==> config.mk <==
export PLATFORM = sky130hd
export DESIGN_NAME = victim_select
export DESIGN_NICKNAME = d
export VERILOG_FILES = /design/src/hw/cache_tag_pkg.sv /design/src/hw/victim_select.sv
export SDC_FILE = /design/constraint.sdc
export NUM_CORES = 1
export LEC_CHECK = 0
export BUFFER_PORTS_ARGS = -buffer_cell sky130_fd_sc_hd__buf_4
export CORE_AREA = 2 2 70 72
export DETAILED_ROUTE_END_ITERATION = 8
export DIE_AREA = 0 0 72 74
export PLACE_DENSITY = 0.65
export SYNTH_ARGS = -nofsm -noshare
export SYNTH_HDL_FRONTEND = slang
export SYNTH_SLANG_ARGS = --single-unit
==> constraint.sdc <==
create_clock -name vclk -period 1.1
set_input_delay 0 -clock vclk [all_inputs]
set_output_delay 0 -clock vclk [all_outputs]
set_load 0.05 [all_outputs]
==> src/hw/cache_tag_pkg.sv <==
`default_nettype none

package cache_tag_pkg;

    // address split is tag | index | offset
    localparam int ADDR_WIDTH   = 32;
    localparam int OFFSET_WIDTH = 5;
    localparam int INDEX_WIDTH  = 7;
    localparam int NUM_SETS     = 1 << INDEX_WIDTH;
    localparam int TAG_WIDTH    = ADDR_WIDTH - INDEX_WIDTH - OFFSET_WIDTH;
    localparam int NUM_WAYS     = 4;

    typedef logic [ADDR_WIDTH-1:0]  addr_t;
    typedef logic [TAG_WIDTH-1:0]   tag_t;
    typedef logic [INDEX_WIDTH-1:0] index_t;

    // bit n is way n
    typedef logic [NUM_WAYS-1:0] hit_t;

    // [2] pair select, 1 = ways 2/3 are the victim side
    // [1] within 2/3, 1 = way 3
    // [0] within 0/1, 1 = way 1
    typedef logic [2:0] lru_t;

    typedef enum logic [1:0] {
        WAY0 = 2'd0,
        WAY1 = 2'd1,
        WAY2 = 2'd2,
        WAY3 = 2'd3
    } way_e;

endpackage

`default_nettype wire

==> src/hw/victim_select.sv <==
`timescale 1ns/1ps
`default_nettype none

module victim_select
    import cache_tag_pkg::*;
(
    input  wire logic  valid_lookup,
    input  wire hit_t  way_hit,
    input  wire hit_t  way_valid,
    input  wire way_e  victim,
    input  wire addr_t evict_addr0,
    input  wire addr_t evict_addr1,
    input  wire addr_t evict_addr2,
    input  wire addr_t evict_addr3,
    output hit_t       hit,
    output logic       miss,
    output logic       stallreq,
    output logic       write_back,
    output addr_t      axi_waddr
);

    logic victim_valid;

    assign hit  = way_hit;
    assign miss = valid_lookup && (way_hit == '0);

    // no back-pressure, the requester just waits for the refill
    assign stallreq = miss;

    always_comb begin
        case (victim)
            WAY0: begin
                victim_valid = way_valid[0];
                axi_waddr    = evict_addr0;
            end
            WAY1: begin
                victim_valid = way_valid[1];
                axi_waddr    = evict_addr1;
            end
            WAY2: begin
                victim_valid = way_valid[2];
                axi_waddr    = evict_addr2;
            end
            default: begin
                victim_valid = way_valid[3];
                axi_waddr    = evict_addr3;
            end
        endcase
    end

    // dirty state is not tracked, every valid victim goes back
    assign write_back = miss && victim_valid;

endmodule

`default_nettype wire

==> impl_metrics.tcl, run 1 <==
set metrics [dict create \
    status "finished, final reports clean" \
    finalHoldViolations 0 \
    yosysTopAreaCell "mux4_2" \
    fin_tns_setup_ns 0 \
    drc 0 \
    hold_path.class "input pin to primary output" \
    coreArea_mm2 0.00460 \
    relSlewSlack 0.793 \
    diodes 0 \
    peakVddDrop_mv 0.245 \
    swShare 0.499 \
    vias 1262 \
    nets 361 \
    die_w_um 72 \
    setup-violations-final 0 \
    final_common_cell "buf_4" \
    final.clkbuf_count 0 \
    clkPwrFrac 0 \
    criticalPathCategory "input pin to primary output" \
    cp.required_ns 1.10 \
    end_kind "primary output" \
    layout_common_cells "buf_4, mux4_2, buf_12" \
    crit_path_max_incr_delay_ns 0.51 \
    p_seq_frac 0 \
    first_pass_iters 4 \
    crit_top_cell "buf_4" \
    hpwl_um 3990 \
    slowest_stage "mux4_2" \
    worstPathCellList "buf_4 -> buf_12 -> mux4_2 -> buf_4" \
    worst_setup_path_start_kind "input pin" \
    rows 25 \
    ys_seq_area_frac 0 \
    die_h_um 74 \
    seqCellArea_um2 0 \
    io_pins 178 \
    synth_fp_nets 188 \
    drv_slew 0 \
    rsz0062_at_grt "no" \
    port_buffers 178 \
    layout-drive-gt1-share 0.986 \
    synth_area_per_cell_um2 17.6 \
    p_sw_mw 0.684 \
    synth_area_leaders "mux4_2, buf_6, buf_4, buf_2, and2_1" \
    crit_family "buffers and inverters" \
    pwr-share-comb 1.000 \
    globalplace.congestion 0.697 \
    post-route-util 0.489 \
    synthCells 49 \
    max-cap-violations 0 \
    cp_max_fo 12 \
    drt_wl_total_um 4300 \
    die_area_mm2 0.00533 \
    synth_top_cell_area_share 0.861 \
    holdBufCountCts 0 \
    ctsResizeCount 0 \
    drt-initial-drc-count 20 \
    path_buf_inv 3 \
    post_cts_buffers 0 \
    grt_start_max_net_pins 19 \
    seq_cell_count 0 \
    grt_pass1_vias 1249 \
    fin_cells 274 \
    wl_per_cell_um 15.7 \
    leakagePower_nw 1.12 \
    placed_cells 274 \
    fin_crit_sh 0.946 \
    grt_first_pass_wirelength_um 5790 \
    p_int_mw 0.687 \
    tightest_slew_ns 0.307 \
    antenna_found_initial 0 \
    synth_cell_types 8 \
    ant_nets 0 \
    min_period_ns 1.04 \
    hold_ws_ns 0.263 \
    gr-total-overflow 0 \
    critPathArrivalTime_ns 1.04 \
    avgViaCountPerCell 4.61 \
    syn_to_final_growth_pct 160 \
    power_density_mw_per_mm2 610 \
    syn_area_um2 863 \
    ys_warn_count 0 \
    start_util 0.188 \
    track_usage 0.136 \
    max_freq_mhz 961 \
]
path summary, 6_finish.rpt:
check             startpoint       endpoint  slack [ns]  cells past startpoint
hold / removal    way_hit[1]         hit[1]        0.26                      2
setup / recovery   victim[0]  axi_waddr[31]        0.06                      4
cell families (layout without fill, tap and decap cells):
group	count (synthesis)	in the layout	synth area share
buf+inv	13	184	0.117
simple gates	3	3	0.0218
mux	33	33	0.861
power groups by stage:
stage               registers (mW)  logic (mW)  clock network (mW)
floorplan                        0       0.787                   0
global placement                 0        1.37                   0
detailed placement               0        1.39                   0
CTS                              0        1.39                   0
global route                     0        1.43                   0
finish                           0        1.37                   0
synth_stat cells (all sizes together):
cell type / instances
mux4: 33
and2: 1
clkbuf: 1
buf: 12
nor4: 1
and3: 1
stage by stage:
step	power, mW	worst slack [ns]	cell area (um^2)
after floorplan	0.787	0.0613	863
after global placement	1.37	0.0581	2250
after detailed placement	1.39	0.0441	2250
after CTS	1.39	0.0449	2250
after global routing	1.43	0.0184	2250
final	1.37	0.0589	2250
layout make-up:
type	instances	area (um^2)
fillers	437	2350
repair buffers	184	1420
multi-input cells	36	762
well taps	54	67.6
per-layer routing:
layer,up-vias,global-route usage,wire length [um],share of wire
met5,-,0,0,0
met4,0,0,0,0
met3,0,0.0312,509,0.12
met2,89,0.280,2510,0.58
met1,594,0.149,1280,0.30
li1,579,-,-,-
Note: power is estimated with default switching activity, not from simulation.
==> inputs of run 2 (changes only) <==
--- a/config.mk
+++ b/config.mk
@@ -5,11 +5,10 @@
 export SDC_FILE = /design/constraint.sdc
 export NUM_CORES = 1
 export LEC_CHECK = 0
-export BUFFER_PORTS_ARGS = -buffer_cell sky130_fd_sc_hd__buf_4
 export CORE_AREA = 2 2 70 72
 export DETAILED_ROUTE_END_ITERATION = 8
 export DIE_AREA = 0 0 72 74
-export PLACE_DENSITY = 0.65
+export DONT_BUFFER_PORTS = 1
 export SYNTH_ARGS = -nofsm -noshare
 export SYNTH_HDL_FRONTEND = slang
 export SYNTH_SLANG_ARGS = --single-unit
==> impl_metrics.tcl, run 2 (synthesis gave the netlist of run 1 again) <==
set metrics [dict create \
    status "finished, final reports clean" \
    ant_nets 0 \
    met3_usage 0.0352 \
    die_h_um 74 \
    start_util 0.188 \
    diodes 0 \
    crit_path_max_incr_delay_ns 0.53 \
    max_freq_mhz 1190 \
    drv_slew 0 \
    max-cap-violations 0 \
    leakagePower_nw 0.228 \
    drc 0 \
    grt_start_max_net_pins 34 \
    grt_use_met2 0.226 \
    antenna_found_initial 0 \
    worst_slack_ns 0.263 \
    post-route-util 0.185 \
    die_area_mm2 0.00533 \
    cp_max_fo 2 \
    final_common_cell "mux4_2" \
    vias 609 \
    first_pass_iters 4 \
    tightest_slew_ns 0.496 \
    post_cts_buffers 0 \
    min_period_ns 0.837 \
    path_buf_inv 0 \
    end_kind "primary output" \
    coreArea_mm2 0.00460 \
    fin_crit_sh 0.761 \
    port_buffers 0 \
    relSlewSlack 0.671 \
    hold_path.class "input pin to primary output" \
    grt_first_pass_wirelength_um 5040 \
    slowest_stage "and3_1" \
    criticalPathCategory "input pin to primary output" \
    crit_family "simple AND/OR/NAND/NOR gates" \
    rows 25 \
    use_met1 0.168 \
    globalplace.congestion 0.883 \
    layout_common_cells "mux4_2, nor4_1, and2_1, and3_1, buf_12" \
    setup-violations-final 0 \
    min_to "hit[3]" \
    worstHoldStart "way_hit[3]" \
    cp.required_ns 1.10 \
    holdPathStages 0 \
    seqCellArea_um2 0 \
    finalHoldViolations 0 \
    drt_wl_total_um 3840 \
    track_usage 0.129 \
    final.clkbuf_count 0 \
    holdBufCountCts 0 \
    total_power_mw 0.723 \
    layout-drive-gt1-share 0.919 \
    rsz0062_at_grt "no" \
    busiest_layer "met2" \
    dp_slack_ns 0.255 \
    peakVddDrop_mv 0.305 \
    gr-total-overflow 0 \
    critPathArrivalTime_ns 0.84 \
    startpoint "way_hit[1]" \
    seq_cell_count 0 \
    avgViaCountPerCell 6.69 \
    fin_cells 91 \
    power_density_mw_per_mm2 851 \
    die_w_um 72 \
    io_pins 178 \
    placed_cells 91 \
    worst_setup_path_start_kind "input pin" \
    nets 178 \
    syn_to_final_growth_pct -1.59 \
    worstPathCellList "nor4_1 -> and3_1" \
    fin_tns_setup_ns 0 \
    grt_pass1_vias 684 \
    drt-initial-drc-count 43 \
    ctsResizeCount 0 \
    wl_per_cell_um 42.1 \
]
run 2: power by group:
group,total (mW),internal [mW],switching [mW]
clock network,0,0,0
registers,0,0,0
logic,0.723,0.209,0.514
run 2: metal layers:
layer,part of all wire,wire (um),vias up
met5,0,0,-
met2,0.53,2040,82
met4,0.0055,21,0
met3,0.12,444,4
li1,-,-,212
met1,0.35,1330,311
run 2: how the worst max path moves through the flow:
stage / end / slack, ns / cells after the start
floorplan: stallreq / 0.06 / 3
global placement: write_back / 0.26 / 2
detailed placement: write_back / 0.25 / 2
CTS: write_back / 0.25 / 2
global route: write_back / 0.18 / 2
finish: write_back / 0.26 / 2
run 2: area by class of cell:
| type | instances | area [um^2] |
|---|---|---|
| Tap cell | 54 | 67.6 |
| Timing Repair Buffer | 1 | 20.0 |
| Fill cell | 474 | 3750 |
| Multi-Input combinational cell | 36 | 762 |
run 2: stage by stage:
step / instance area (um^2) / hold slack [ns]
after floorplan: 863 / 0.167
after global placement: 850 / 0.000701
after detailed placement: 850 / 0.000692
after CTS: 850 / 0.000692
after global routing: 850 / 0.0000890
final: 850 / 0.0000895
