==> src/hw/cache_tag_pkg.sv <==
`default_nettype none

package cache_tag_pkg;

    // address split is tag | index | offset
    localparam int ADDR_WIDTH   = 32;
    localparam int OFFSET_WIDTH = 5;
    localparam int INDEX_WIDTH  = 7;
    localparam int NUM_SETS     = 1 << INDEX_WIDTH;
    localparam int TAG_WIDTH    = ADDR_WIDTH - INDEX_WIDTH - OFFSET_WIDTH;
    localparam int NUM_WAYS     = 4;

    typedef logic [ADDR_WIDTH-1:0]  addr_t;
    typedef logic [TAG_WIDTH-1:0]   tag_t;
    typedef logic [INDEX_WIDTH-1:0] index_t;

    // bit n is way n
    typedef logic [NUM_WAYS-1:0] hit_t;

    // [2] pair select, 1 = ways 2/3 are the victim side
    // [1] within 2/3, 1 = way 3
    // [0] within 0/1, 1 = way 1
    typedef logic [2:0] lru_t;

    typedef enum logic [1:0] {
        WAY0 = 2'd0,
        WAY1 = 2'd1,
        WAY2 = 2'd2,
        WAY3 = 2'd3
    } way_e;

endpackage

`default_nettype wire

==> src/hw/plru_tree.sv <==
`timescale 1ns/1ps
`default_nettype none

module plru_tree
    import cache_tag_pkg::*;
(
    input  wire logic   clk,
    input  wire logic   rst,
    input  wire index_t index,
    input  wire hit_t   hit,
    output lru_t        lru,
    output way_e        victim
);

    lru_t lru_mem [NUM_SETS];

    lru_t cur_lru;
    lru_t next_lru;

    assign cur_lru = lru_mem[index];

    // point away from the way that just hit
    always_comb begin
        next_lru = cur_lru;
        case (hit)
            4'b0001: begin
                next_lru[0] = 1'b1;
                next_lru[2] = 1'b1;
            end
            4'b0010: begin
                next_lru[0] = 1'b0;
                next_lru[2] = 1'b1;
            end
            4'b0100: begin
                next_lru[1] = 1'b1;
                next_lru[2] = 1'b0;
            end
            4'b1000: begin
                next_lru[1] = 1'b0;
                next_lru[2] = 1'b0;
            end
            default: begin
                next_lru = cur_lru;
            end
        endcase
    end

    always_ff @(posedge clk) begin
        if (rst) begin
            for (int s = 0; s < NUM_SETS; s++) begin
                lru_mem[s] <= '0;
            end
        end else if (|hit) begin
            lru_mem[index] <= next_lru;
        end
    end

    // walk the tree from the root
    always_comb begin
        if (cur_lru[2]) begin
            victim = cur_lru[1] ? WAY3 : WAY2;
        end else begin
            victim = cur_lru[0] ? WAY1 : WAY0;
        end
    end

    assign lru = cur_lru;

    // a tag may live in only one way of a set
    a_hit_onehot: assert property (
        @(posedge clk) disable iff (rst)
        $onehot0(hit)
    );

endmodule

`default_nettype wire

==> config.mk <==
export PLATFORM = sky130hd
export DESIGN_NAME = plru_tree
export DESIGN_NICKNAME = d
export VERILOG_FILES = /design/src/hw/cache_tag_pkg.sv /design/src/hw/plru_tree.sv
export SDC_FILE = /design/constraint.sdc
export NUM_CORES = 1
export LEC_CHECK = 0
export BUFFER_PORTS_ARGS = -buffer_cell sky130_fd_sc_hd__buf_2
export CORE_AREA = 2 2 278 280
export DETAILED_ROUTE_END_ITERATION = 7
export DIE_AREA = 0 0 280 282
export HOLD_SLACK_MARGIN = 0.1
export PLACE_DENSITY = 0.43
export SLEW_MARGIN = 20
export SYNTH_ARGS = -nofsm -noshare
export SYNTH_HDL_FRONTEND = slang
export SYNTH_SLANG_ARGS = --single-unit
==> constraint.sdc <==
create_clock -name clk -period 5 [get_ports clk]
set_clock_uncertainty 0.2 [all_clocks]
set_input_delay 1 -clock clk [delete_from_list [all_inputs] [get_ports clk]]
set_output_delay 1 -clock clk [all_outputs]
set_load 0.05 [all_outputs]
==> results of run 1 <==
Yosys cell counts (13+ instances only):
master / count / area, um2
edfxtp_1: 384 / 11500
nor2_1: 292 / 1100
nand2_1: 165 / 619
nand2b_1: 145 / 907
nor2b_1: 138 / 863
a221oi_1: 55 / 482
clkbuf_1: 51 / 191
buf_2: 34 / 170
mux2_2: 34 / 383
mux4_2: 25 / 563
a21oi_1: 22 / 110
buf_4: 22 / 165
a22oi_1: 20 / 150
buf_6: 20 / 225
a22o_1: 17 / 149
mux2i_1: 17 / 170
o21ai_0: 13 / 65.1
logic make-up after synthesis:
family	count (synthesis)	synth area share (%)
AND/OR/NAND/NOR	787	20.1
flip-flops	384	61.2
AO/OA/AOI/OAI	200	8.43
buffers and inverters	138	4.21
multiplexers	78	6.04
XOR/XNOR	1	0.0465
routing by layer:
metal | wire [um] | vias to the layer above | part of all wire (%) | GRT usage, %
met5 | 13 | - | 0.020 | 0
met4 | 1940 | 2 | 3.0 | 5.64
met3 | 4340 | 101 | 6.7 | 3.02
met2 | 30100 | 464 | 46 | 26.4
met1 | 28400 | 6639 | 44 | 22.3
li1 | - | 5859 | - | -
worst min-delay path: stages:
cell and delay, ns:
buf_2 0.14, o22ai_4 0.13, buf_12 0.18, nor2b_1 0.14
through the flow:
stage / setup TNS [ns] / power [mW] / worst slack (ns)
detailed placement: -0.0978 / 4.76 / -0.0978
floorplan: 0 / 4.34 / 0.162
global route: 0 / 7.94 / 0.00360
global placement: -0.0581 / 4.77 / -0.0581
finish: 0 / 7.69 / 0.0876
CTS: 0 / 7.77 / 0.00855
what timing repair did:
action | CTS | global route
gates resized for setup | 3 | 4
gates cloned | 0 | 0
setup endpoints to repair | 1 | 4
area by class of cell:
class / instances / share of cell area [%]
Clock buffer: 61 / 5.59
Clock inverter: 11 / 0.222
Inverter: 9 / 0.154
Multi-Input combinational cell: 1066 / 30.3
Sequential cell: 384 / 52.5
Tap cell: 978 / 5.57
Timing Repair Buffer: 137 / 5.75
worst paths after layout:
check | startpoint | to | slack [ns]
setup reg to reg | lru_mem[103][1] | lru_mem[120][1] | 1.51
setup / recovery | index[4] | victim[0] | 0.09
hold reg to reg | lru_mem[15][1] | lru_mem[12][1] | 1.33
hold / removal | hit[1] | lru_mem[12][0] | 0.97
power by group:
group          switching, mW  internal (mW)
clock                   1.30           1.70
combinational          0.649          0.347
sequential            0.0502           3.65
==> summary.md, run 1 <==
| Metric | Value |
|---|---|
| R2R depth | `10` |
| DP HPWL | `43200 um` |
| Routed vias/inst | `4.94` |
| First-pass GRT wire length | `94200 um` |
| Final period util | `98.2%` |
| F_max | `204 MHz` |
| # IOs | `18` |
| Worst setup path class | `in2out` |
| Cell Area, Placed | `20700 um2` |
| Layout Cells excl Fill | `2646` |
| Synth Flop Type | `edfxtp_1` |
| Largest net degree at the start of global routing | `72` |
| Vias in the first global route | `13400` |
| CP delay by family, top | `compound AO/OA/AOI/OAI gates` |
| Hold Path Depth | `4` |
| Initial DRC Count | `1349` |
| Post-synth EDFFs | `384` |
| Final Cell Area | `22000 um2` |
| Max IR drop VDD | `0.000222 V` |
| Drt wl/cell | `24.5 um` |
| Detail Route Antenna Nets | `0` |
| HP Class | `in2reg` |
| Reg area | `11500 um2` |
| Placed insts | `2574` |
| FF+latch count, synth | `384` |
| Ant diodes | `0` |
| FFs w/ async S/R, synth | `0%` |
| Fin. Hold Viols | `0` |
| Status | `finished clean` |
| # setup viols final | `0` |
| Drt drc | `0` |
| Starting density of the core | `24.9%` |
| Clock latency at the later pin of the worst-skew pair | `0.59 ns` |
| Die area | `79000 um2` |
| Multi-input gate area | `6650 um2` |
| Gr ovfl total | `0` |
| Number of CTS-inserted buffers | `45` |
| Post-Syn Area per Cell | `11.9 um2` |
| Post-route minimum period | `4.91 ns` |
| H-tree depth | `2` |
| Sink Count | `384` |
| Max_cap viols | `0` |
| Core ar. | `75700 um2` |
| # nets final | `1656` |
| Number of flip-flops in the largest register | `384` |
| CP max-delay cell | `nand2b_1` |
| Worst-path clk slew | `0.07 ns` |
| Yosys cell types | `58` |
| Antenna violations before repair | `1` |
| Area grow syn2layout | `16.6%` |
| CP Cell Sequence | `buf_2 -> nand2b_1 -> a21oi_1 -> a221oi_1 -> o211ai_1 -> o22ai_2 -> o21ai_2 -> mux2i_2 -> clkbuf_4` |
| First drt pass iteration count | `7` |
| Fill count | `7705` |
| Die width | `280 um` |
| Largest registers | `lru_mem x384` |
| Final WL | `64800 um` |
| CTS max path bufs | `3` |
| Max Slew Vio Count | `0` |
| Die Ht | `282 um` |
| Post-synthesis instance area | `18900 um2` |
| Top reg by flops | `lru_mem` |
| Layout cells sized above 1 | `17.1%` |
| Cell count after synthesis | `1588` |
| Tot GR Track Use | `16.5%` |
| Syn Nets | `1601` |
| WP data required | `3.80 ns` |
| Leakage | `7.59 nW` |
| RSZ-0062 raised after global routing | `false` |
| TritonCTS clock tree | `done` |
| Crit path DAT | `3.71 ns` |
| Gpl congestion | `0.841` |
| Max-slew headroom | `30.9%` |
| Root Driver | `clkbuf_16` |
| Synth Warn # | `0` |
| Post-CTS Setup Bufs | `0` |
| Max incr delay on CP | `0.62 ns` |
| Routed vias | `13100` |
| Commonest non-fill, non-tap cell in the layout | `edfxtp_1` |
| Worst hold slack | `0.974 ns` |
| Util after Layout | `29.0%` |
| Critical path peak fanout | `15` |
| Most frequent cells in the layout | `edfxtp_1 (384), nor2_1 (285), nand2_1 (165)` |
| Crit. path cell count | `9` |
| Row count | `101` |
| Critical path capture point type | `output pin` |
| Post-synthesis sequential area ratio | `61.2%` |
| Pwr dens | `350 nW/um2` |
| CP Launch Type | `input pin` |
| Cts hold-fix bufs | `0` |
| Buffers & Inverters on Critical Path | `2` |
| Worst-Margin Slew | `1.03 ns` |
| Port bufs | `17` |
Note: power is estimated with default switching activity, not from simulation.
==> run 2, diff against run 1 <==
- ABC_AREA: unset -> 1
- CORE_AREA: 2 2 278 280 -> 2 2 285 287
- DIE_AREA: 0 0 280 282 -> 0 0 287 289
==> run 2 against run 1 <==
  * Maximum frequency up 5.1%
  * Sequential power about the same
  * Hold slack lost 0.16 ns
  * Flip-flop and latch count unchanged
  * Register-to-register slack better by 0.55 ns
  * Die area is 5.0% higher
  * Critical path type unchanged
  * Largest power group unchanged
  * Highest routed layer is now met4
==> summary.md, run 2 <==
| Metric | Value |
|---|---|
| Status | `finished clean (unchanged)` |
| DP HPWL | `40200 um (was 43200 um)` |
| Max-slew headroom | `34.0% (was 30.9%)` |
| Cts hold-fix bufs | `0 (unchanged)` |
| Synth Warn # | `0 (unchanged)` |
| Drt drc | `0 (unchanged)` |
| Sw power | `2.09 mW (was 2.00 mW)` |
| Final WL | `65700 um (was 64800 um)` |
| Starting density of the core | `24.8% (was 24.9%)` |
| Largest net degree at the start of global routing | `91 (was 72)` |
| Placed insts | `3324 (was 2574)` |
| Post-synthesis instance area | `19800 um2 (was 18900 um2)` |
| # setup viols final | `0 (unchanged)` |
| Commonest non-fill, non-tap cell in the layout | `nand2_1 (was edfxtp_1)` |
| Routed vias/inst | `4.67 (was 4.94)` |
| Gr ovfl total | `0 (unchanged)` |
| Post-CTS Setup Bufs | `0 (unchanged)` |
| CP Launch Type | `input pin (unchanged)` |
| Cts repair resizes | `0 (was 3)` |
| FFs w/ async S/R, synth | `0% (unchanged)` |
| Layout Cells excl Fill | `3406 (was 2646)` |
| Setup TNS | `0 ns (unchanged)` |
| Fin. Hold Viols | `0 (unchanged)` |
| First-pass GRT wire length | `99500 um (was 94200 um)` |
| Worst-Margin Slew | `0.990 ns (was 1.03 ns)` |
| Detail Route Antenna Nets | `0 (unchanged)` |
| Yosys top cell area share | `58.2% (was 61.2%)` |
| Post-synthesis sequential area ratio | `58.2% (was 61.2%)` |
| Port bufs | `17 (unchanged)` |
| TritonCTS clock tree | `done (unchanged)` |
| Most frequent cell after synthesis | `nand2_1 (was edfxtp_1)` |
| Cell count after synthesis | `2346 (was 1588)` |
| Worst-path clk slew | `0.06 ns (was 0.07 ns)` |
| Syn Nets | `2359 (was 1601)` |
| Max Slew Vio Count | `0 (unchanged)` |
| Number of flip-flops in the largest register | `384 (unchanged)` |
| Antenna violations before repair | `3 (was 1)` |
| Pwr dens | `345 nW/um2 (was 350 nW/um2)` |
| Routed vias | `15900 (was 13100)` |
| Int Pwr | `5.65 mW (was 5.69 mW)` |
| Gpl congestion | `0.827 (was 0.841)` |
| Die Ht | `289 um (was 282 um)` |
| Sequential Power Share | `47.6% (was 48.1%)` |
| Vias in the first global route | `16100 (was 13400)` |
| Critical path peak fanout | `35 (was 15)` |
| Row count | `104 (was 101)` |
| RSZ-0062 raised after global routing | `false (unchanged)` |
| WP data required | `3.80 ns (about the same)` |
| Post-route minimum period | `4.67 ns (was 4.91 ns)` |
| Ant diodes | `0 (unchanged)` |
| Die width | `287 um (was 280 um)` |
| FF+latch count, synth | `384 (unchanged)` |
| Post-synth top area cell | `edfxtp_1 (unchanged)` |
| Crit path DAT | `3.47 ns (was 3.71 ns)` |
| Comb power frac | `11.5% (was 12.9%)` |
| Root Driver | `clkbuf_16 (unchanged)` |
| H-tree depth | `2 (unchanged)` |
| Area grow syn2layout | `13.2% (was 16.6%)` |
| Worst setup path class | `in2out (unchanged)` |
| Layout cells sized above 1 | `7.67% (was 17.1%)` |
| Leakage | `9.23 nW (was 7.59 nW)` |
| Leading post-synthesis cells by cell area | `edfxtp_1 (58%), nand2_1 (23%), a21oi_1 (6.8%) (was edfxtp_1 (61%), nor2_1 (5.8%), nand2b_1 (4.8%))` |
| First drt pass iteration count | `5 (was 7)` |
| Max_cap viols | `0 (unchanged)` |
| F_max | `214 MHz (was 204 MHz)` |
| Most frequent cells after synthesis | `nand2_1 (1202), edfxtp_1 (384), a21oi_1 (268) (was edfxtp_1 (384), nor2_1 (292), nand2_1 (165))` |
| Top reg by flops | `lru_mem (unchanged)` |
| Drt wl/cell | `19.3 um (was 24.5 um)` |
| Initial DRC Count | `1503 (was 1349)` |
| Final period util | `93.4% (was 98.2%)` |
| CTS max path bufs | `3 (unchanged)` |
| Sink Count | `384 (unchanged)` |
| Switching Fraction | `27.0% (was 26.0%)` |
| Post-Syn Area per Cell | `8.45 um2 (was 11.9 um2)` |
| Core ar. | `79900 um2 (was 75700 um2)` |
| Largest registers | `lru_mem x384 (unchanged)` |
| Die area | `82900 um2 (was 79000 um2)` |
| Number of CTS-inserted buffers | `46 (was 45)` |
| Clock latency at the later pin of the worst-skew pair | `0.59 ns (about the same)` |
| Max IR drop VDD | `0.000175 V (was 0.000222 V)` |
| Yosys cell types | `22 (was 58)` |
| # IOs | `18 (unchanged)` |
| Critical path capture point type | `output pin (unchanged)` |
| HP Class | `in2reg (unchanged)` |
| Synth Flop Type | `edfxtp_1 (unchanged)` |
| Tot GR Track Use | `15.9% (was 16.5%)` |
| Power share of the clock group | `40.9% (was 39.0%)` |
| Post-synth EDFFs | `384 (unchanged)` |
| Most frequent cells in the layout | `nand2_1 (1197), edfxtp_1 (384), a21oi_1 (268) (was edfxtp_1 (384), nor2_1 (285), nand2_1 (165))` |
| # nets final | `2325 (was 1656)` |
## run 2: cell count changes after synthesis, moves of 22 or more
cell	previous run	this run
nand2b_1	145	0
a221oi_1	55	0
mux4_2	25	0
buf_6	20	42
mux2_2	34	0
nor2b_1	138	0
nor2_1	292	200
inv_1	7	55
a21oi_1	22	268
nand2_1	165	1202
## run 2: power groups by stage
stage | Clock, mW | Combinational, mW | Sequential [mW]
after floorplan | 0 | 0.591 | 3.73
after global placement | 0 | 0.893 | 3.74
after detailed placement | 0 | 0.892 | 3.75
after CTS | 3.23 | 0.895 | 3.68
after global routing | 3.35 | 0.965 | 3.69
final | 3.16 | 0.893 | 3.68
## run 2: layout make-up
class                   instances  area, um2
multi-input cells            1738       7120
clock inverters                25        188
flip-flops and latches        384      11500
repair buffers                 82        847
well taps                    1060       1330
fillers                      8586      57500
clock buffers                  57       1190
inverters                      60        234
## run 2: path summary, 6_finish.rpt
| path | to | cells after the start | startpoint | slack (ns) |
|---|---|---|---|---|
| max reg2reg | lru_mem[64][2] | 15 | lru_mem[61][2] | 2.06 |
| max | victim[0] | 18 | index[0] | 0.33 |
| min | lru_mem[124][0] | 3 | rst | 0.81 |
| min reg2reg | lru_mem[115][2] | 14 | lru_mem[122][2] | 1.29 |
## run 2: critical path: stages
cell and delay [ns]:
buf_6 0.26, inv_6 0.16, buf_12 0.21, nand2_1 0.08
nand2_1 0.09, nand2_1 0.09, nand2_1 0.08, nand2_1 0.06
nand2_1 0.06, nand2_1 0.06, nand2_1 0.04, nor2_1 0.14
nor2_1 0.08, nor2_1 0.33, nand2_1 0.16, nand2_1 0.09
nand2_1 0.16, buf_2 0.26
## run 2: layer usage
layer	track usage (%)	wire length, um	up-vias
met3	2.47	4040	76
li1	-	-	7563
met1	21.4	29300	7777
met2	26.6	31100	490
met4	4.01	1330	0
met5	0	0	-
## run 2: per-stage QoR
stage / power [mW] / util, % / hold slack, ns / worst slack [ns] / area, um2
finish: 7.73 / 28.1 / 0.812 / 0.328 / 22400
detailed placement: 4.64 / 26.4 / 1.29 / 0.476 / 21100
floorplan: 4.32 / - / 1.07 / 0.950 / 19800
CTS: 7.80 / 28.1 / 0.783 / 0.468 / 22400
global route: 8.01 / 28.1 / 0.823 / 0.250 / 22400
global placement: 4.64 / 26.4 / 1.31 / 0.507 / 21100
## run 2: kinds of logic (layout without fill, tap and decap cells)
group | Yosys count | after routing | share of synthesized area [%]
simple gates | 1459 | 1459 | 28.4
flops | 384 | 384 | 58.2
compound gates | 279 | 279 | 7.07
buf+inv | 224 | 224 | 6.42
==> run 3, diff against run 2 <==
- CTS_CLUSTER_SIZE: unset -> 40
- REMOVE_ABC_BUFFERS: unset -> 1
- clock period: 5 -> 6 ns (I/O delays scaled with it)
==> run 3 against run 2 <==
  * Register-to-register slack better by 0.51 ns
  * First-iteration DRC count is 15% lower
  * Total power is 18% lower
  * Critical path type unchanged
  * Largest cell class unchanged
==> summary.md, run 3 (same netlist as run 2, synthesis figures left out) <==
| Metric | Value |
|---|---|
| Setup crit start | `index[1] (was index[0])` |
| Status | `finished clean (unchanged)` |
| CP Capture Point | `victim[0] (unchanged)` |
| Worst setup path class | `in2out (unchanged)` |
| Clock latency at the later pin of the worst-skew pair | `0.58 ns (was 0.59 ns)` |
| Critical path capture point type | `output pin (unchanged)` |
| Max Slew Vio Count | `0 (unchanged)` |
| Layout Cells excl Fill | `3385 (was 3406)` |
| Worst-Margin Slew | `1.11 ns (was 0.990 ns)` |
| First drt pass iteration count | `7 (was 5)` |
| Die width | `287 um (unchanged)` |
| Leakage | `9.08 nW (was 9.23 nW)` |
| Ant diodes | `0 (unchanged)` |
| Detail Route Antenna Nets | `0 (unchanged)` |
| FF-to-FF Start | `lru_mem[82][2] (was lru_mem[61][2])` |
| Gr ovfl total | `0 (unchanged)` |
| Setup WS pre-CTS | `0.797 ns (was 0.476 ns)` |
| Die Ht | `289 um (unchanged)` |
| # nets final | `2309 (was 2325)` |
| Reg area | `11500 um2 (unchanged)` |
| Post-route minimum period | `5.22 ns` |
| Die area | `82900 um2 (unchanged)` |
| Crit path DAT | `3.82 ns (was 3.47 ns)` |
| Placed insts | `3311 (was 3324)` |
| # IOs | `18 (unchanged)` |
| Routed vias | `15800 (was 15900)` |
| Sink Count | `384 (unchanged)` |
| Number of flip-flops in the largest register | `384 (unchanged)` |
| Largest net degree at the start of global routing | `114 (was 91)` |
| Top reg by flops | `lru_mem (unchanged)` |
| # setup viols final | `0 (unchanged)` |
| Max_cap viols | `0 (unchanged)` |
| Final Total Pwr | `6.32 mW (was 7.73 mW)` |
| Cts repair resizes | `0 (unchanged)` |
| Worst hold start | `rst (unchanged)` |
| HP Class | `in2reg (unchanged)` |
| TritonCTS clock tree | `done (unchanged)` |
| Fin. Hold Viols | `0 (unchanged)` |
| Worst-path clk slew | `0.06 ns (about the same)` |
| RSZ-0062 raised after global routing | `false (unchanged)` |
| Number of CTS-inserted buffers | `43 (was 46)` |
| Max IR drop VDD | `0.000133 V (was 0.000175 V)` |
| H-tree depth | `2 (unchanged)` |
| Area grow syn2layout | `11.7% (was 13.2%)` |
| Cts hold-fix bufs | `0 (unchanged)` |
| WP data required | `4.60 ns (was 3.80 ns)` |
| Setup TNS | `0 ns (unchanged)` |
| Largest registers | `lru_mem x384 (unchanged)` |
| Vias in the first global route | `16000 (was 16100)` |
| CTS max path bufs | `3 (unchanged)` |
| Initial DRC Count | `1285 (was 1503)` |
| Reg2Reg Setup Slack | `2.57 ns (was 2.06 ns)` |
| Final period util | `87.1%` |
| Routed vias/inst | `4.68 (was 4.67)` |
| Multi-input gate area | `7120 um2 (unchanged)` |
| Most frequent cells in the layout | `nand2_1 (1197), edfxtp_1 (384), a21oi_1 (268) (unchanged)` |
| Critical path peak fanout | `52 (was 35)` |
| Drt drc | `0 (unchanged)` |
| Pwr dens | `285 nW/um2 (was 345 nW/um2)` |
| R2R depth | `13 (was 15)` |
| Drt wl/cell | `19.3 um (about the same)` |
| R2R Path End | `lru_mem[71][2] (was lru_mem[64][2])` |
| Post-CTS Setup Bufs | `0 (unchanged)` |
| Gpl congestion | `0.799 (was 0.827)` |
| Setup WS post-layout | `0.775 ns (was 0.328 ns)` |
| Commonest non-fill, non-tap cell in the layout | `nand2_1 (unchanged)` |
| Core ar. | `79900 um2 (unchanged)` |
| Root Driver | `clkbuf_16 (unchanged)` |
| Layout cells sized above 1 | `6.84% (was 7.67%)` |
| Antenna violations before repair | `1 (was 3)` |
| Row count | `104 (unchanged)` |
| Port bufs | `17 (unchanged)` |
| F_max | `191 MHz` |
| Final WL | `65300 um (was 65700 um)` |
| Util after Layout | `27.7% (was 28.1%)` |
| Fill count | `8605 (was 8586)` |
| Starting density of the core | `24.8% (unchanged)` |
| Max-slew headroom | `25.9% (was 34.0%)` |
| DP HPWL | `38600 um (was 40200 um)` |
| CP Launch Type | `input pin (unchanged)` |
| Tot GR Track Use | `15.7% (was 15.9%)` |
| First-pass GRT wire length | `98100 um (was 99500 um)` |
## run 3: changes by cell type in the layout (fill, tap and decap cells not counted)
cell       change
inv_6          -2
buf_6          +1
clkinv_2       -3
buf_4          -5
clkinv_4       -1
buf_12        -10
clkinv_1       +4
clkbuf_1       -4
buf_2          +1
clkinv_8       -1
clkbuf_16      -1
## run 3: critical path, cell delays in order
cell     delay (ns)
buf_4          0.22
buf_4          0.61
a21oi_1        0.07
o21ai_0        0.28
nand2_1        0.09
nand2_1        0.10
nand2_1        0.07
nor2_1         0.14
nor2_1         0.05
nor2_1         0.43
nand2_1        0.18
nand2_1        0.09
nand2_1        0.06
buf_2          0.21
## run 3: layer usage
layer  part of all wire [%]  global-route usage, %
met5                  0.018                      0
met1                     44                   20.2
met2                     48                   27.1
met3                    5.7                   2.37
met4                    2.7                   4.65
## run 3: area by class of cell
type | count | area share, %
clock inverter | 22 | 0.656
timing repair buffer | 69 | 2.83
sequential | 384 | 52.1
tap | 1060 | 5.99
inverter | 60 | 1.06
multi-input combinational | 1738 | 32.2
clock buffer | 52 | 5.21
## run 3: worst min-delay path by stage
stage,to,slack (ns),depth (start not counted)
detailed placement,lru_mem[99][1],1.42,10
floorplan,lru_mem[0][0],1.42,3
global placement,lru_mem[107][1],1.48,10
CTS,lru_mem[34][1],0.95,3
finish,lru_mem[37][0],0.97,3
global route,lru_mem[38][1],0.98,3
## run 3: power breakdown
part	internal, mW	total [mW]	leakage [nW]	switching [mW]
Sequential	3.04	3.06	3.96	0.0268
Clock	1.44	2.54	0.641	1.10
Combinational	0.151	0.711	4.47	0.560
## run 3: per-stage QoR
step / instance area [um2] / hold WS, ns
floorplan: 18800 / 1.42
global placement: 20800 / 1.48
detailed placement: 20800 / 1.42
CTS: 22100 / 0.953
global route: 22100 / 0.980
finish: 22100 / 0.973
